$ cat src/source/graph_reduce_defs.svh
// --------------------
// Widths and lane count for the reduction fabric
// Included by the package and by every RTL file that sizes a port
// --------------------

`ifndef GRAPH_REDUCE_DEFS_SVH
`define GRAPH_REDUCE_DEFS_SVH

// Job word layout
// Opcode sits in the top bits, operand in the low bits
`define GR_DATA_WIDTH  32
`define GR_OP_WIDTH    2
`define GR_VALUE_WIDTH 30

// Lane fan-out
`define GR_LANES       4
`define GR_SEL_WIDTH   2

`endif
$ cat src/source/graph_reduce_pkg.sv
// --------------------
// Shared types for the reduction fabric
// Imported inside module bodies, scoped names in port lists
// --------------------

`default_nettype none

`include "graph_reduce_defs.svh"

package graph_reduce_pkg;

	// Lane opcodes, top field of a job word
	typedef enum logic [`GR_OP_WIDTH-1:0] {
		OP_ADD   = 2'd0,
		OP_MAX   = 2'd1,
		OP_CLEAR = 2'd2,
		OP_FLUSH = 2'd3
	} lane_op_t;

	// Unsigned operand and accumulator
	typedef logic [`GR_VALUE_WIDTH-1:0] value_t;

	// Lane index
	typedef logic [`GR_SEL_WIDTH-1:0] lane_sel_t;

endpackage

`default_nettype wire

$ cat src/source/lane_engine.sv
// --------------------
// Per-lane accumulator with opcode decode
// Flushed value waits in held until the collector grants it
// --------------------

`timescale 1ns/10ps
`default_nettype none

`include "graph_reduce_defs.svh"

module lane_engine (
	input  logic                      clock,
	input  logic                      rstn,
	input  logic [`GR_DATA_WIDTH-1:0] word_in,
	input  logic                      word_valid,
	input  logic                      grant,
	output logic                      pending,
	output graph_reduce_pkg::value_t  held
);

	import graph_reduce_pkg::*;

	lane_op_t op;
	value_t   operand;
	value_t   acc;
	value_t   acc_sum;
	value_t   acc_max;
	logic     do_flush;

	// --------------------
	// Word split and datapath
	// --------------------

	// Opcode from the top field
	assign op      = lane_op_t'(word_in[`GR_DATA_WIDTH-1 -: `GR_OP_WIDTH]);
	assign operand = word_in[`GR_VALUE_WIDTH-1:0];

	// Sum wraps at the accumulator width
	assign acc_sum = acc + operand;
	assign acc_max = (operand > acc) ? operand : acc;

	assign do_flush = word_valid && (op == OP_FLUSH);

	// --------------------
	// Accumulator
	// --------------------

	always_ff @(posedge clock or negedge rstn) begin
		if (!rstn) begin
			acc <= '0;
		end else if (word_valid) begin
			case (op)
				OP_ADD:   acc <= acc_sum;
				OP_MAX:   acc <= acc_max;
				// Clear and flush both restart from zero
				OP_CLEAR: acc <= '0;
				OP_FLUSH: acc <= '0;
				default:  acc <= acc;
			endcase
		end
	end

	// Snapshot of the accumulator at flush
	always_ff @(posedge clock) begin
		if (do_flush) begin
			held <= acc;
		end
	end

	// Pending level, a new flush wins over a grant
	always_ff @(posedge clock or negedge rstn) begin
		if (!rstn) begin
			pending <= 1'b0;
		end else if (do_flush) begin
			pending <= 1'b1;
		end else if (grant) begin
			pending <= 1'b0;
		end
	end

endmodule

`default_nettype wire

$ cat config.mk
export PLATFORM = sky130hd
export DESIGN_NAME = lane_engine
export DESIGN_NICKNAME = d
export VERILOG_FILES = /design/src/source/graph_reduce_pkg.sv /design/src/source/lane_engine.sv
export VERILOG_INCLUDE_DIRS = /design/src /design/src/source
export SDC_FILE = /design/constraint.sdc
export NUM_CORES = 1
export LEC_CHECK = 0
export ABC_AREA = 1
export BUFFER_PORTS_ARGS = -buffer_cell sky130_fd_sc_hd__buf_2
export CAP_MARGIN = 20
export CORE_UTILIZATION = 60
export CTS_BUF_LIST = sky130_fd_sc_hd__clkbuf_4 sky130_fd_sc_hd__clkbuf_8
export DETAILED_ROUTE_END_ITERATION = 6
export GPL_TIMING_DRIVEN = 0
export PLACE_DENSITY = 0.8
export SYNTH_ARGS = -nofsm -noshare
export SYNTH_HDL_FRONTEND = slang
export SYNTH_SLANG_ARGS = --single-unit
$ cat constraint.sdc
create_clock -name clock -period 4.91 [get_ports clock]
set_input_delay 0.2455 -clock clock [delete_from_list [all_inputs] [get_ports clock]]
set_output_delay 0.2455 -clock clock [all_outputs]
set_load 0.05 [all_outputs]
# Yosys cells after proc, flatten, opt, wreduce, memory -nomap -nowiden
# Index checks and enable logic that the tools add are counted.
[op_classes] add_sub_neg=1 order_cmp=1 eq_ne=4 muxes=4 n_reduce_logical=5
[ops] cell="$pmux W30 S3" count=1
[ops] cell="$add A30 B30 Y30" count=1
[ops] cell="$gt A30 B30 Y1" count=1
[ops] cell="$mux W30" count=1
[ops] cell="$eq A2 B2 Y1 const B" count=2
[ops] cell="$eq A2 B1 Y1 const B" count=1
[ops] cell="$logic_not A2 Y1" count=1
[ops] cell="$mux W1" count=2
[ops] cell="$ne A2 B2 Y1 const B" count=1
[ops] cell="$reduce_and A2 Y1" count=1
[ops] cell="$reduce_bool A2 Y1" count=1
[ops] cell="$reduce_or A2 Y1" count=1
[ops] cell="$logic_and A1 B1 Y1" count=1
[totals] reg_bits=61 inputBits=36 out_inout_bits=31 word_cells=18

# Logic depth before layout (Yosys ltp)
[logic_depth] word_depth=3 ltp_mapped=17

# Least setup slack after synthesis
# No wires, ideal clock.
[synth_timing] path_type="input to register" startpoint="input word_in[30]" endpoint="register held[0], enable pin" setup_ps=417 t_arrival_ps=1582 required_ps=4493 setup_slack_ps=2911 path_stages=2 path_buffers=0 path_cell_list="nand2_1 -> nor2_1"
[synth_via] elab_chain_cells=2
[synth_rtl] element="from (decl)" line_no="lane_engine.sv:14" rtl="input logic [`GR_DATA_WIDTH-1:0] word_in,"
[synth_rtl] element="$eq A2 B2 Y1" line_no="lane_engine.sv:42" rtl="assign do_flush = word_valid && (op == OP_FLUSH);"
[synth_rtl] element="$logic_and A1 B1 Y1" line_no="lane_engine.sv:42"
[synth_rtl] element="named net do_flush" line_no="lane_engine.sv:28" rtl="logic do_flush;"
[synth_rtl] element="to (signal assigned)" line_no="lane_engine.sv:66" rtl="held <= acc;"
[synth_rtl] element="to (decl)" line_no="lane_engine.sv:18" rtl="output graph_reduce_pkg::value_t held"
# The timed path passes the listed nets, and every way through them passes these cells.
# A chain may end at the register's enable or synchronous reset.

# Worst setup path in the final report
[layout_timing] startpoint="register acc[13]" endpoint="register acc[2]"
[layout_via] elab_chain_cells=3
[layout_rtl] element="from (decl)" line_no="lane_engine.sv:25" rtl="value_t acc;"
[layout_rtl] element="from (signal assigned)" line_no="lane_engine.sv:53" rtl="OP_ADD: acc <= acc_sum;"
[layout_rtl] element="from (signal assigned)" line_no="lane_engine.sv:54" rtl="OP_MAX: acc <= acc_max;"
[layout_rtl] element="$gt A30 B30 Y1" line_no="lane_engine.sv:40" rtl="assign acc_max = (operand > acc) ? operand : acc;"
[layout_rtl] element="$ne A2 B2 Y1 (no source line)"
[layout_rtl] element="$reduce_and A2 Y1 (no source line)"
# No other way between the ends.

==> key figures <==
Worst setup path
  • Worst setup path class: reg -> reg
  • Most frequent CP cell: nand2_1
  • Largest stage delay, worst path: 410 ps
  • Crit end category: flip-flop
  • Crit-path max FO: 10
  • CP max-delay cell: dfrtp_1
  • CP Cell Sequence: inv_1, ha_1, nand2_1, inv_1, nand3_1, nor2_1, nand2_1, nand2_1, nand2_1, nand2_1, nand2_1, nand2_2, nand2_4, inv_6, buf_8, nand2_1, nand2_1
  • CP arrival: 2740 ps
  • Startpoint types: flip-flop
  • WP data required: 5210 ps

Synthesis
  • Syn Nets: 923
  • Syn Area/Cell: 6.55 um2
  • Unique masters post-synth: 36
  • Flop and latch count out of synthesis: 61
  • EDFF count, synth: 30
  • Synthesis Warnings: 0
  • Post-Synthesis Cell Area: 5420 um2
  • Top-count cell post-synth: nand2_1
  • Main flop type after synthesis: dfrtp_1
  • Seq/Total Area, Yosys: 0.309
  • Asr flop ratio synth: 0.508
  • Top cells by area, synth: nand2_1 (22%), edfxtp_1 (17%), dfrtp_1 (14%), ha_1 (14%), inv_1 (11%)
  • Synth top cells by count: nand2_1 (312), inv_1 (156), nor2_1 (67)
  • Synth top area share: 0.216
  • Mapped Cells: 827
  • Area leader, netlist: nand2_1

STA
  • Endpoints failing setup: 0
  • Hold slack: -23.9 ps
  • Slew Limit Fails: 0
  • Slew @ Worst Pin: 954 ps
  • Tcrit/Tclk final: 0.498
  • Min cycle time layout: 2440 ps
  • Fmax: 409 MHz
  • Setup total negative slack: 0 ps
  • Max_slew headroom: 0.363
  • Clock Skew: 9.15 ps
  • RSZ-0062 raised after global routing: no
  • Final Hold Viols: 31

Routing
  • Avg WL per Cell: 14.8 um
  • Total number of vias: 5361
  • Via-per-instance ratio: 5.27
  • DRT antenna net count: 0
  • Drt pass-1 iters: 6
  • First DRT Iteration DRCs: 372
  • DRC: 0
  • Final wirelength: 15100 um

Pwr
  • Max IR drop VDD: 0.000179 V
  • Power density cells: 322 nW/um2
  • Total power: 1960 uW
  • Lkg Pwr: 0.00337 uW

Clock network
  • Cts-stage hold buffer count: 0
  • Postcts setup bufs: 0
  • Worst-Skew Late Latency: 360 ps
  • Register clock-pin slew on the reported worst setup and hold paths: 80 ps
  • Post-CTS resize count: 0
  • Root Driver: clkbuf_8
  • Clk sinks: 61
  • TritonCTS Buffers: 9
  • CTS Buffer Depth: 2
  • H-tree depth: 3
  • CTS tree: done

Die
  • Die height: 97.0 um
  • Core Footprint: 8720 um2
  • Row cnt: 34
  • Die X: 97.0 um
  • Die ar.: 9420 um2
  • Starting Density: 0.622
  • Ports: 67

Global route
  • First-pass GRT wire length: 24800 um
  • Largest net degree at the start of global routing: 32
  • GRT overflow: 0
  • Vias in the first global route: 5255
  • Antenna violations before repair: 0
  • All-Layer GR Usage: 0.335

Final layout
  • # diodes: 0
  • Layout cells sized above 1: 0.111
  • Area Growth Syn to Fin: 12.4%
  • Nets@finish: 1000
  • Filler cells: 753

Run status
  • Status: finished with violations
  • Failing checks: hold timing

Place
  • Port-buffer cells: 66
  • Dpl hpwl: 12000 um
  • Routability cong.: 0.939

Run
  • MaxCap Viol Count: 0

Worst hold path
  • Worst min-delay path class: in -> async
-- through the flow --
stage                     std cells  area [um2]   util  hold slack (ps)  worst slack [ps]
after floorplan                 827        5420      -            -50.1              2910
after global routing           1017        6090  0.699             35.7              2310
after detailed placement       1001        5890  0.676              381              2540
after global placement         1001        5890  0.675              368              2050
final                          1017        6090  0.699            -23.9              2470
after CTS                      1017        6090  0.699             1.38              2510
-- sequential cells by signal (all words and copies together) (netlist names) --
name     flops
acc         30
pending      1
held        30
-- critical path, delay by kind of cell (launching register included) --
| family | cells | cell delay [ps] |
|---|---|---|
| adder cells (fa/ha/maj) | 1 | 380 |
| buffers and inverters | 4 | 470 |
| flip-flops | 1 | 410 |
| AND/OR/NAND/NOR | 12 | 1150 |
-- per-layer routing --
layer,part of all wire,GRT usage,vias to the layer above
met4,0.032,0.140,0
li1,-,-,2713
met1,0.45,0.460,2388
met3,0.085,0.0650,38
met5,0,0,-
met2,0.43,0.515,222
-- worst paths after layout --
kind | start | end | slack, ps | cells past startpoint
setup / recovery | acc[13] | acc[2] | 2470 | 17
hold / removal | rstn | acc[21] | -20 | 1
setup reg to reg | acc[13] | acc[2] | 2470 | 17
hold reg to reg | acc[29] | held[29] | 480 | 0
max in group asynchronous | rstn | acc[24] | 4420 | 1
min in group clock | grant | pending | 90 | 2
-- layout by cell type (no fill, tap or decap), drive strengths merged --
cell type / instances
o21a: 2
inv: 159
fa: 1
nand3b: 2
edfxtp: 30
clkinv: 6
nor2: 68
a22oi: 4
bufinv: 1
xnor2: 1
nand3: 46
a22o: 1
ha: 59
buf: 73
o21bai: 5
o21ai: 33
nand2: 314
clkbuf: 14
dfrtp: 31
nor3: 7
and2: 2
a21oi: 36
nand4: 9
a31oi: 1
o22ai: 1
xor2: 3
-- cell families (layout without fill, tap and decap cells) --
logic type      after synthesis  after routing  synth area share
simple gates                448            448             0.333
buf+inv                     171            253             0.125
compound gates               83             83            0.0856
flops                        61             61             0.309
fa+ha+maj                    60             60             0.140
xor+xnor                      4              4           0.00646
-- cell type report --
class / count / area [um2] / area share
multi-input cells: 595 / 3070 / 0.504
flip-flops and latches: 61 / 1680 / 0.275
inverters: 159 / 602 / 0.0988
repair buffers: 66 / 330 / 0.0542
well taps: 108 / 135 / 0.0222
clock buffers: 9 / 124 / 0.0203
plain buffers: 12 / 77.6 / 0.0127
clock inverters: 7 / 75.1 / 0.0123
-- where the power goes --
group | total (uW) | internal, uW | switching (uW)
registers | 656 | 604 | 52.1
clock network | 463 | 237 | 227
logic | 843 | 268 | 575
total | 1960 | 1110 | 854
Power figures use the tool's default switching activity.
