$ cat src/source/demux_bus.sv
// --------------------
// Pipelined one-to-many demultiplexer
// Fixed 5-cycle latency, accepts a new word every cycle
// --------------------

`timescale 1ns/10ps
`default_nettype none

module demux_bus #(
	parameter int DATA_WIDTH = 32,
	parameter int BUS_WIDTH  = 4,
	localparam int SEL_WIDTH = $clog2(BUS_WIDTH)
) (
	input  logic                  clock,
	input  logic                  rstn,
	input  logic [SEL_WIDTH-1:0]  sel_in,
	input  logic [DATA_WIDTH-1:0] data_in,
	input  logic                  data_in_valid,
	output logic [DATA_WIDTH-1:0] data_out [0:BUS_WIDTH-1],
	output logic                  data_out_valid [0:BUS_WIDTH-1]
);

	// Input stages 1 and 2
	logic [SEL_WIDTH-1:0]  sel_s1;
	logic [SEL_WIDTH-1:0]  sel_s2;
	logic [DATA_WIDTH-1:0] data_s1;
	logic [DATA_WIDTH-1:0] data_s2;
	logic                  valid_s1;
	logic                  valid_s2;

	// Per-output stages 3 and 4
	logic [DATA_WIDTH-1:0] data_s3 [0:BUS_WIDTH-1];
	logic [DATA_WIDTH-1:0] data_s4 [0:BUS_WIDTH-1];
	logic                  valid_s3 [0:BUS_WIDTH-1];
	logic                  valid_s4 [0:BUS_WIDTH-1];

	// --------------------
	// Input register stages
	// --------------------

	// Select and strobe, cleared on reset
	always_ff @(posedge clock or negedge rstn) begin
		if (!rstn) begin
			sel_s1   <= '0;
			sel_s2   <= '0;
			valid_s1 <= 1'b0;
			valid_s2 <= 1'b0;
		end else begin
			sel_s1   <= sel_in;
			sel_s2   <= sel_s1;
			valid_s1 <= data_in_valid;
			valid_s2 <= valid_s1;
		end
	end

	// Payload only
	always_ff @(posedge clock) begin
		data_s1 <= data_in;
		data_s2 <= data_s1;
	end

	// --------------------
	// Decode and output stages
	// --------------------

	for (genvar i = 0; i < BUS_WIDTH; i++) begin : g_out
		// One-hot strobe for the selected output
		always_ff @(posedge clock or negedge rstn) begin
			if (!rstn) begin
				valid_s3[i]       <= 1'b0;
				valid_s4[i]       <= 1'b0;
				data_out_valid[i] <= 1'b0;
			end else begin
				valid_s3[i]       <= valid_s2 && (sel_s2 == SEL_WIDTH'(i));
				valid_s4[i]       <= valid_s3[i];
				data_out_valid[i] <= valid_s4[i];
			end
		end

		// Own data copy per output, eases fan-out timing
		always_ff @(posedge clock) begin
			data_s3[i]  <= data_s2;
			data_s4[i]  <= data_s3[i];
			data_out[i] <= data_s4[i];
		end
	end

endmodule

`default_nettype wire

$ cat config.mk
export PLATFORM = sky130hd
export DESIGN_NAME = demux_bus
export DESIGN_NICKNAME = d
export VERILOG_FILES = /design/src/source/demux_bus.sv
export SDC_FILE = /design/constraint.sdc
export NUM_CORES = 1
export LEC_CHECK = 0
export ABC_CLOCK_PERIOD_IN_PS = 1500
export BUFFER_PORTS_ARGS = -buffer_cell sky130_fd_sc_hd__buf_2
export CAP_MARGIN = 20
export CELL_PAD_IN_SITES_DETAIL_PLACEMENT = 1
export CELL_PAD_IN_SITES_GLOBAL_PLACEMENT = 1
export CORE_AREA = 8 8 115 117
export DETAILED_ROUTE_END_ITERATION = 7
export DIE_AREA = 0 0 123 125
export GPL_TIMING_DRIVEN = 0
export PLACE_DENSITY = 0.87
export SYNTH_ARGS = -nofsm -noshare
export SYNTH_HDL_FRONTEND = slang
export SYNTH_SLANG_ARGS = --single-unit
$ cat constraint.sdc
create_clock -name clock -period 1.5 [get_ports clock]
set_clock_uncertainty 0.15 [all_clocks]
set_input_delay 0 -clock clock [delete_from_list [all_inputs] [get_ports clock]]
set_output_delay 0 -clock clock [all_outputs]
set_load 0.005 [all_outputs]
Word-level counts from Yosys, hierarchy flattened
Memories as Yosys holds them, arrays and structs flattened. A register that Yosys moved wholly into a read port is not among the register bits.
Index checks and enable logic that the tools add are counted.
{"block": "word_totals", "register_bits": 82, "ram_bits": 256, "input_bits": 37, "output_inout_bits": 132, "word_cells": 28, "n_memories": 2}
{"name": "data_s3", "words": 4, "width": 32, "rd": 4, "rd_clocked_by_memory_dff": 0, "write_ports": 4, "line_no": "32", "source": "logic [DATA_WIDTH-1:0] data_s3 [0:BUS_WIDTH-1];"}
{"name": "data_s4", "words": 4, "width": 32, "rd": 4, "rd_clocked_by_memory_dff": 4, "write_ports": 4, "line_no": "33", "source": "logic [DATA_WIDTH-1:0] data_s4 [0:BUS_WIDTH-1];"}
{"block": "op_classes", "n_eq_ne": 3, "reduce_logical": 5}
{"operator": "== test 2 bit, second input constant", "n": 2}
{"operator": "logical AND 1 bit", "n": 4}
{"operator": "== test 2 x 1 -> 1 bit, second input constant", "n": 1}
{"operator": "logical NOT 2 bit", "n": 1}

Longest topological paths before layout
Gate-level depths: netlist (run 1).
{"block": "depth", "depth_word": 2, "mapped_depth": 1, "depth_no_buf": 1}

Worst setup path before layout (run 1)
Ideal clock, no wire load.
{"block": "synth_timing", "path_type": "register to register", "startpoint": "reg sel_s2[1]", "endpoint": "reg valid_s3[0] in the netlist's numbering", "arrival_ns": 0.562, "required_ns": 1.230, "path_slack_ns": 0.668, "stages_incl_launch_ff": 2, "period_less_slack_ns": 0.832, "path_cell_list": "dfrtp_1 and3_2"}
{"block": "synth_between", "elab_chain_cells": 2}
{"element": "from (decl)", "line_no": "25", "source": "logic [SEL_WIDTH-1:0] sel_s2;"}
{"element": "from (signal assigned)", "line_no": "50", "source": "sel_s2 <= sel_s1;"}
{"element": "== test 2 bit", "line_no": "74", "source": "valid_s3[i] <= valid_s2 && (sel_s2 == SEL_WIDTH'(i));"}
{"element": "logical AND 1 bit", "line_no": "74"}
{"element": "to (signal, indexed assignment)", "line_no": "74"}
{"element": "to (decl)", "line_no": "34", "source": "logic valid_s3 [0:BUS_WIDTH-1];"}
Every way passes these cells.

==> results of run 1 <==
[cell families after synthesis]
| group | synth area share (%) |
|---|---|
| buf+inv | 16.34 |
| simple gates | 0.8509 |
| flops | 82.81 |
[path summary, 6_finish.rpt]
kind | from | to | slack (ps) | depth (start not counted)
max in group asynchronous | rstn | valid_s3[1]$_DFF_PN0_ | 500 | 3
min in group asynchronous | rstn | sel_s1[0]$_DFF_PN0_ | 420 | 3
max | data_out[12]$_DFF_P_ | data_out[108] | 300 | 2
min reg2reg | data_s1[21]$_DFF_P_ | data_s2[21]$_DFF_P_ | 170 | 0
min | data_in[14] | data_s1[14]$_DFF_P_ | 70 | 2
max reg2reg | valid_s2$_DFF_PN0_ | valid_s3[0]$_DFF_PN0_ | 630 | 1
[cell usage after synthesis]
master | count | area, um2
and3_2 | 1 | 7.510
and3b_1 | 2 | 17.52
buf_4 | 96 | 720.7
dfrtp_1 | 18 | 450.4
dfxtp_1 | 160 | 3203
nor3b_2 | 1 | 12.51
[power groups by stage]
stage               logic (uW)  registers, uW  clock network (uW)
floorplan                  207           5160                   0
global placement           447           5170                   0
detailed placement         471           5190                   0
CTS                        549           5080                4350
global route               582           5100                4600
finish                     535           5080                4220
[repair_timing]
item,CTS,global route
hold buffers,37,1
endpoints found under the hold margin,53,18
endpoints found under the setup margin,0,18
[routing by layer]
layer | global-route usage [%] | routed length (um) | vias to the layer above
li1 | - | - | 1206
met4 | 5.032 | 165 | 0
met1 | 9.650 | 2568 | 1115
met3 | 5.086 | 846 | 17
met5 | 0 | 0 | -
met2 | 21.38 | 4804 | 94
[worst max-delay path, delay by kind of cell (launching register included)]
kind | cells | cell delay (ps)
buf+inv | 2 | 240
flops | 1 | 400
[sequential cells by signal, summed over array words and instances (netlist names), 2 cells and up]
register and cells:
data_out 32, data_s1 32, data_s2 32, data_s3 32, data_s4 32, data_out_valid 4
valid_s3 4, valid_s4 4, sel_s1 2, sel_s2 2
[layout make-up]
type,count,area [um2]
fill,1188,5224
tap,147,183.9
buffer,96,720.7
clock inverter,14,141.4
clock buffer,18,439.2
sequential,178,3654
timing repair buffer,205,1211
multi-input combinational,4,37.54
[metrics by stage]
stage	utilization (%)	setup slack [ps]	cells	cell area [um2]	hold slack, ps
floorplan	-	668.2	278	4412	-445.6
global placement	46.82	655.2	593	5436	-227.2
detailed placement	46.82	638.5	593	5436	-200.6
CTS	55.01	65.91	662	6387	45.23
global route	55.01	238.6	662	6387	47.24
finish	55.01	297.6	662	6387	70.60
==> results.tsv, run 1 <==
stage	metric	value	unit
final_layout	share of cells above drive strength 1	57.86	%
worst_setup_path	Critical Path Sink Type	primary output	
clock_tree	clock root buffer master	clkbuf_16	
power_and_ir_drop	Combinational Power Share	5.4	%
floorplan	std cell rows	40	
clock_tree	Worst-path clk slew	70	ps
clock_tree	Num CTS Buffers	17	
timing	setup TNS	0	ps
yosys	Synthesized Nets	315	
worst_setup_path	Worst Path Arrival	1050	ps
power_and_ir_drop	leakage	0.003160	uW
clock_tree	CTS tree	built	
route	drt pass-1 iters	3	
power_and_ir_drop	NetSw	2100	uW
final_layout	Layout Nets	539	
worst_setup_path	Crit Path Max Fanout	4	
floorplan	I/O pins	169	
timing	Final Max Slew Viols	0	
route	WL per Instance	12.66	um
global_routing	antenna violations before repair	0	
clock_tree	Post-CTS Setup Inserts	0	
floorplan	Initial Util	38.00	%
power_and_ir_drop	P_int	7731	uW
route	Vias per Instance	3.674	
clock_tree	CTS H-tree depth	4	
worst_setup_path	CP Cell Sequence	buf_4, buf_2	
worst_setup_path	Critical Path RT	1350	ps
yosys	Syn Area/Cell	15.87	um2
final_layout	antenna cell count	0	
power_and_ir_drop	Sequential Power Share	51.6	%
placement	DP HPWL	6.094	mm
floorplan	Die W	123	um
final_layout	Syn-to-layout area delta	44.78	%
worst_setup_path	Worst path max stage delay	400	ps
yosys	Yosys reg bits	178	
timing	Slew @ Worst Pin	380.4	ps
final_layout	commonest non-fill, non-tap cells in the layout	buf_2, dfxtp_1, buf_4	
power_and_ir_drop	power per standard cell area	1539	nW/um2
power_and_ir_drop	Sw Ratio	21.36	%
hold_path	min-delay worst type	primary input to flop	
outcome	status	finished, final reports clean	
yosys	synth warn	0	
clock_tree	Longest Clk Path Bufs	2	
route	vias post-DR	2432	
route	Detailed Route Iter0 Violations	58	
clock_tree	post-CTS sizing	0	
timing	endpoints failing setup	0	
global_routing	pin count of the biggest net entering global routing	19	
floorplan	die footprint	15380	um2
worst_setup_path	Critical Path Start Type	flop	
floorplan	CORE AREA	11610	um2
timing	highest clock rate	0.8317	GHz
route	post-detailed-routing wire length	8.384	mm
power_and_ir_drop	Clock Power Share	42.9	%
yosys	register area share after synthesis	82.81	%
final_layout	most common cell after layout, fill and taps aside	buf_2	
global_routing	gr usage total	11.27	%
route	DRC	0	
global_routing	total overflow reported by the global router	0	
yosys	Gate Count Post-Synth	278	
timing	Final Cycle Share	80.16	%
yosys	synthesized area	4412	um2
power_and_ir_drop	Total Power	9832	uW
route	post-route ant nets	0	
placement	gpl congestion	0.6764	
yosys	Yosys cell types	6	
worst_setup_path	CP max stage cell	dfxtp_1	
placement	port buffer count	168	
global_routing	first-pass GRT wire length	13.22	mm
clock_tree	clock sink count	178	
timing	fin crit period	1202	ps
floorplan	Die H	125	um
timing	final hold violation count	0	
job	Max-Cap Viols	0	
timing	Max-Slew Margin vs Limit	74.64	%
global_routing	vias in the first global route	2669	
timing	RSZ-0062 raised after global routing	no	
worst_setup_path	CP Class	flop to primary output	
clock_tree	worst skew pair latency	410	ps
power_and_ir_drop	peak supply drop	0.8217	mV
No activity file was read; power rests on OpenSTA's default activity.
==> run 2: changes to the inputs <==
- ABC_AREA: unset -> 1
- ABC_CLOCK_PERIOD_IN_PS: 1500 -> 1200
- CORE_AREA: 8 8 115 117 -> 8 8 119 121
- DIE_AREA: 0 0 123 125 -> 0 0 127 129
- PLACE_DENSITY: 0.87 -> 0.82
- clock period: 1.5 -> 1.2 ns (I/O delays scaled with it)
==> run 2 against run 1 <==
Synthesized cell count up 1.4%. Via count increased by 1.2%. Wire length grew 10%. Sequential share of layout area increased by 0.099 points. Clock power is 28% higher. Global-route usage hardly changed. Combinational power increased by 27%. Non-clock buffer count did not move. Cell area rose by 0.92%. Highest routed layer unchanged.
==> results.tsv, run 2 <==
stage	metric	value	unit	change
route	WL per Instance	13.81	um	+9.0%
placement	DP HPWL	6.544	mm	+7.4%
worst_setup_path	Worst path max stage delay	360	ps	-40 ps
worst_setup_path	CP Class	flop to primary output		
worst_setup_path	Worst R2R End	valid_s3[2]$_DFF_PN0_		
yosys	xor and xnor area share after synthesis	0	%	unchanged
final_layout	Syn-to-layout area delta	46.36	%	
clock_tree	Longest Clk Path Bufs	2		unchanged
hold_path	hold path start	data_in[7]		
worst_setup_path	Worst Path Arrival	1010	ps	-40 ps
hold_path	min-delay worst type	primary input to flop		
worst_setup_path	r2r startpoint	sel_s2[1]$_DFF_PN0_		
global_routing	first-pass GRT wire length	13.77	mm	+4.2%
route	Detailed Route Iter0 Violations	61		+5.2%
timing	fin crit period	1165	ps	
global_routing	pin count of the biggest net entering global routing	19		unchanged
yosys	Main synth FF type	dfxtp_1		
hold_path	Hold Crit Depth	2		unchanged
timing	Final Max Slew Viols	0		unchanged
route	drt pass-1 iters	2		-1
worst_setup_path	CP Cell Sequence	buf_4, buf_2		
final_layout	antenna cell count	0		unchanged
yosys	Post-synth EDFFs	0		unchanged
placement	port buffer count	168		unchanged
route	post-route ant nets	0		unchanged
power_and_ir_drop	P_int	9824	uW	+27%
worst_setup_path	Crit Path Max Fanout	4		unchanged
yosys	Syn Area/Cell	15.62	um2	-1.6%
clock_tree	clock sink count	178		unchanged
timing	setup TNS	0	ps	unchanged
floorplan	std cell rows	41		+2.5%
floorplan	Initial Util	35.77	%	-2.2 points
route	post-detailed-routing wire length	9.236	mm	+10%
yosys	cell accounting for the most synthesized area	dfxtp_1		
floorplan	Die H	129	um	+3.2%
global_routing	vias in the first global route	2749		+3.0%
yosys	register area share after synthesis	82.95	%	+0.14 points
yosys	Simple-Gate Fraction of Synth Area	0.5114	%	-0.34 points
power_and_ir_drop	Combinational Power Share	5.5	%	about the same
timing	endpoints failing setup	0		unchanged
yosys	Yosys reg bits	178		unchanged
power_and_ir_drop	peak supply drop	0.9005	mV	+9.6%
route	vias post-DR	2461		+1.2%
route	Vias per Instance	3.679		+0.13%
yosys	share of the synthesized area in the top cell type	72.73	%	+0.12 points
route	DRC	0		unchanged
worst_setup_path	R2R depth	3		+2
yosys	synth cell count leaders	dfxtp_1, buf_4, dfrtp_1		
global_routing	gr usage total	11.22	%	-0.050 points
worst_setup_path	Critical Path Start Type	flop		
clock_tree	worst skew pair latency	400	ps	about the same
floorplan	I/O pins	169		unchanged
worst_setup_path	Critical Path RT	1050	ps	-300 ps
yosys	largest cells by area after synthesis	dfxtp_1, buf_4, dfrtp_1, nor2_1, inv_1		
clock_tree	Num CTS Buffers	17		unchanged
floorplan	die footprint	16380	um2	+6.6%
clock_tree	Worst-path clk slew	70	ps	about the same
power_and_ir_drop	Sw Ratio	21.19	%	-0.17 points
power_and_ir_drop	leakage	0.003171	uW	+0.34%
worst_setup_path	flop2flop setup slack	330	ps	-300 ps
hold_path	hold endpoint	data_s1[7]$_DFF_P_		
power_and_ir_drop	NetSw	2642	uW	+26%
timing	Slew @ Worst Pin	388.6	ps	+8.159 ps
yosys	Gate Count Post-Synth	282		+1.4%
yosys	ys async rst share	10.11	%	unchanged
yosys	Synthesized Nets	319		+1.3%
yosys	synth warn	0		unchanged
timing	highest clock rate	0.8585	GHz	
placement	DP Area	5433	um2	about the same
clock_tree	clock root buffer master	clkbuf_16		
clock_tree	CTS H-tree depth	4		unchanged
worst_setup_path	crit-path leading delay family	flip-flops		
yosys	Yosys cell types	6		unchanged
yosys	largest family of logic cells by synthesized area	buffers and inverters		
timing	final hold violation count	0		unchanged
timing	Final Worst Setup Slack	35.23	ps	-262.4 ps
placement	gpl congestion	0.6933		+2.5%
global_routing	antenna violations before repair	0		unchanged
floorplan	CORE AREA	12310	um2	+6.0%
yosys	mux cell area share after synthesis	0	%	unchanged
yosys	synthesized area	4404	um2	-0.17%
timing	Final Cycle Share	97.06	%	
final_layout	Final Instance Area	6446	um2	+0.92%
timing	Max-Slew Margin vs Limit	74.10	%	-0.54 points
final_layout	share of cells above drive strength 1	62.81	%	+4.9 points
clock_tree	CTS tree	built		
worst_setup_path	Critical Path Sink Type	primary output		
placement	pre-CTS WS	350.5	ps	-288.0 ps
final_layout	commonest non-fill, non-tap cells in the layout	buf_2, dfxtp_1, buf_4		
floorplan	Die W	127	um	+3.3%
final_layout	Layout Nets	543		+0.74%
job	Max-Cap Viols	0		unchanged
worst_setup_path	Critical path buffers and inverters	2		unchanged
power_and_ir_drop	Sequential Power Share	51.0	%	-0.6 points
power_and_ir_drop	power per standard cell area	1934	nW/um2	+26%
yosys	Adder-Cell Fraction of Synth Area	0	%	unchanged
power_and_ir_drop	Clock Power Share	43.5	%	+0.6 points
final_layout	Fill cells	1254		+5.6%
yosys	Compound-Gate Fraction of Synth Area	0	%	unchanged
worst_setup_path	CP max stage cell	dfxtp_4		
final_layout	most common cell after layout, fill and taps aside	buf_2		
global_routing	total overflow reported by the global router	0		unchanged
yosys	count leader, synth	dfxtp_1		
outcome	status	finished, final reports clean		
-- run 2: repair_timing --
action                                  4_1_cts  5_1_grt
hold buffers                                 37        0
gates resized for setup                       6       26
endpoints found under the hold margin        53        0
setup buffers                                 0        0
endpoints found under the setup margin        9       58
-- run 2: kinds of logic after synthesis --
family | Yosys count
buffers and inverters | 98
DFF | 178
and+or+nand+nor | 6
-- run 2: metal layers --
layer,GRT usage (%),routed length [um],vias to the layer above
met5,0,0,-
met4,5.458,99,0
met3,4.303,579,8
met2,22.93,5682,75
met1,8.964,2873,1163
li1,-,-,1215
-- run 2: worst max-delay path by stage --
stage	startpoint	endpoint	slack, ps	cells past startpoint
4_1_cts	data_out[5]$_DFF_P_	data_out[69]	1	2
6_report	data_out[28]$_DFF_P_	data_out[60]	40	2
3_3_place_gp	sel_s2[1]$_DFF_PN0_	valid_s3[2]$_DFF_PN0_	420	3
2_1_floorplan	sel_s2[1]$_DFF_PN0_	valid_s3[3]$_DFF_PN0_	470	3
3_5_place_dp	sel_s2[1]$_DFF_PN0_	valid_s3[2]$_DFF_PN0_	350	3
5_1_grt	data_out[28]$_DFF_P_	data_out[60]	-3	2
-- run 2: power by group through the flow --
| stage | Sequential [uW] | Clock (uW) | Combinational [uW] |
|---|---|---|---|
| after floorplan | 6450 | 0 | 259 |
| after global placement | 6460 | 0 | 561 |
| after detailed placement | 6490 | 0 | 590 |
| after CTS | 6360 | 5580 | 691 |
| after global routing | 6400 | 5830 | 740 |
| final | 6360 | 5420 | 682 |
-- run 2: area by class of cell --
type	instances	area (um2)	area share [%]
Buffer	96	720.7	11.18
Clock buffer	17	425.4	6.599
Clock inverter	15	171.4	2.659
Inverter	2	7.507	0.1165
Multi-Input combinational cell	6	22.52	0.3494
Sequential cell	178	3694	57.30
Tap cell	150	187.7	2.911
Timing Repair Buffer	205	1217	18.89
-- run 2: worst reg2reg max path: stages (launching register included) --
cell and delay [ps]:
dfrtp_1 380, inv_1 60, nand2_1 70, nor2_1 140
-- run 2: metrics by stage --
step | util [%] | power (uW) | cells | hold WS [ps]
final | 52.36 | 12470 | 669 | 73.20
after global routing | 52.36 | 12960 | 669 | 53.04
after CTS | 52.04 | 12630 | 669 | 47.26
after detailed placement | 44.13 | 7077 | 600 | -208.3
after global placement | 44.13 | 7018 | 600 | -226.1
after floorplan | - | 6709 | 282 | -445.6
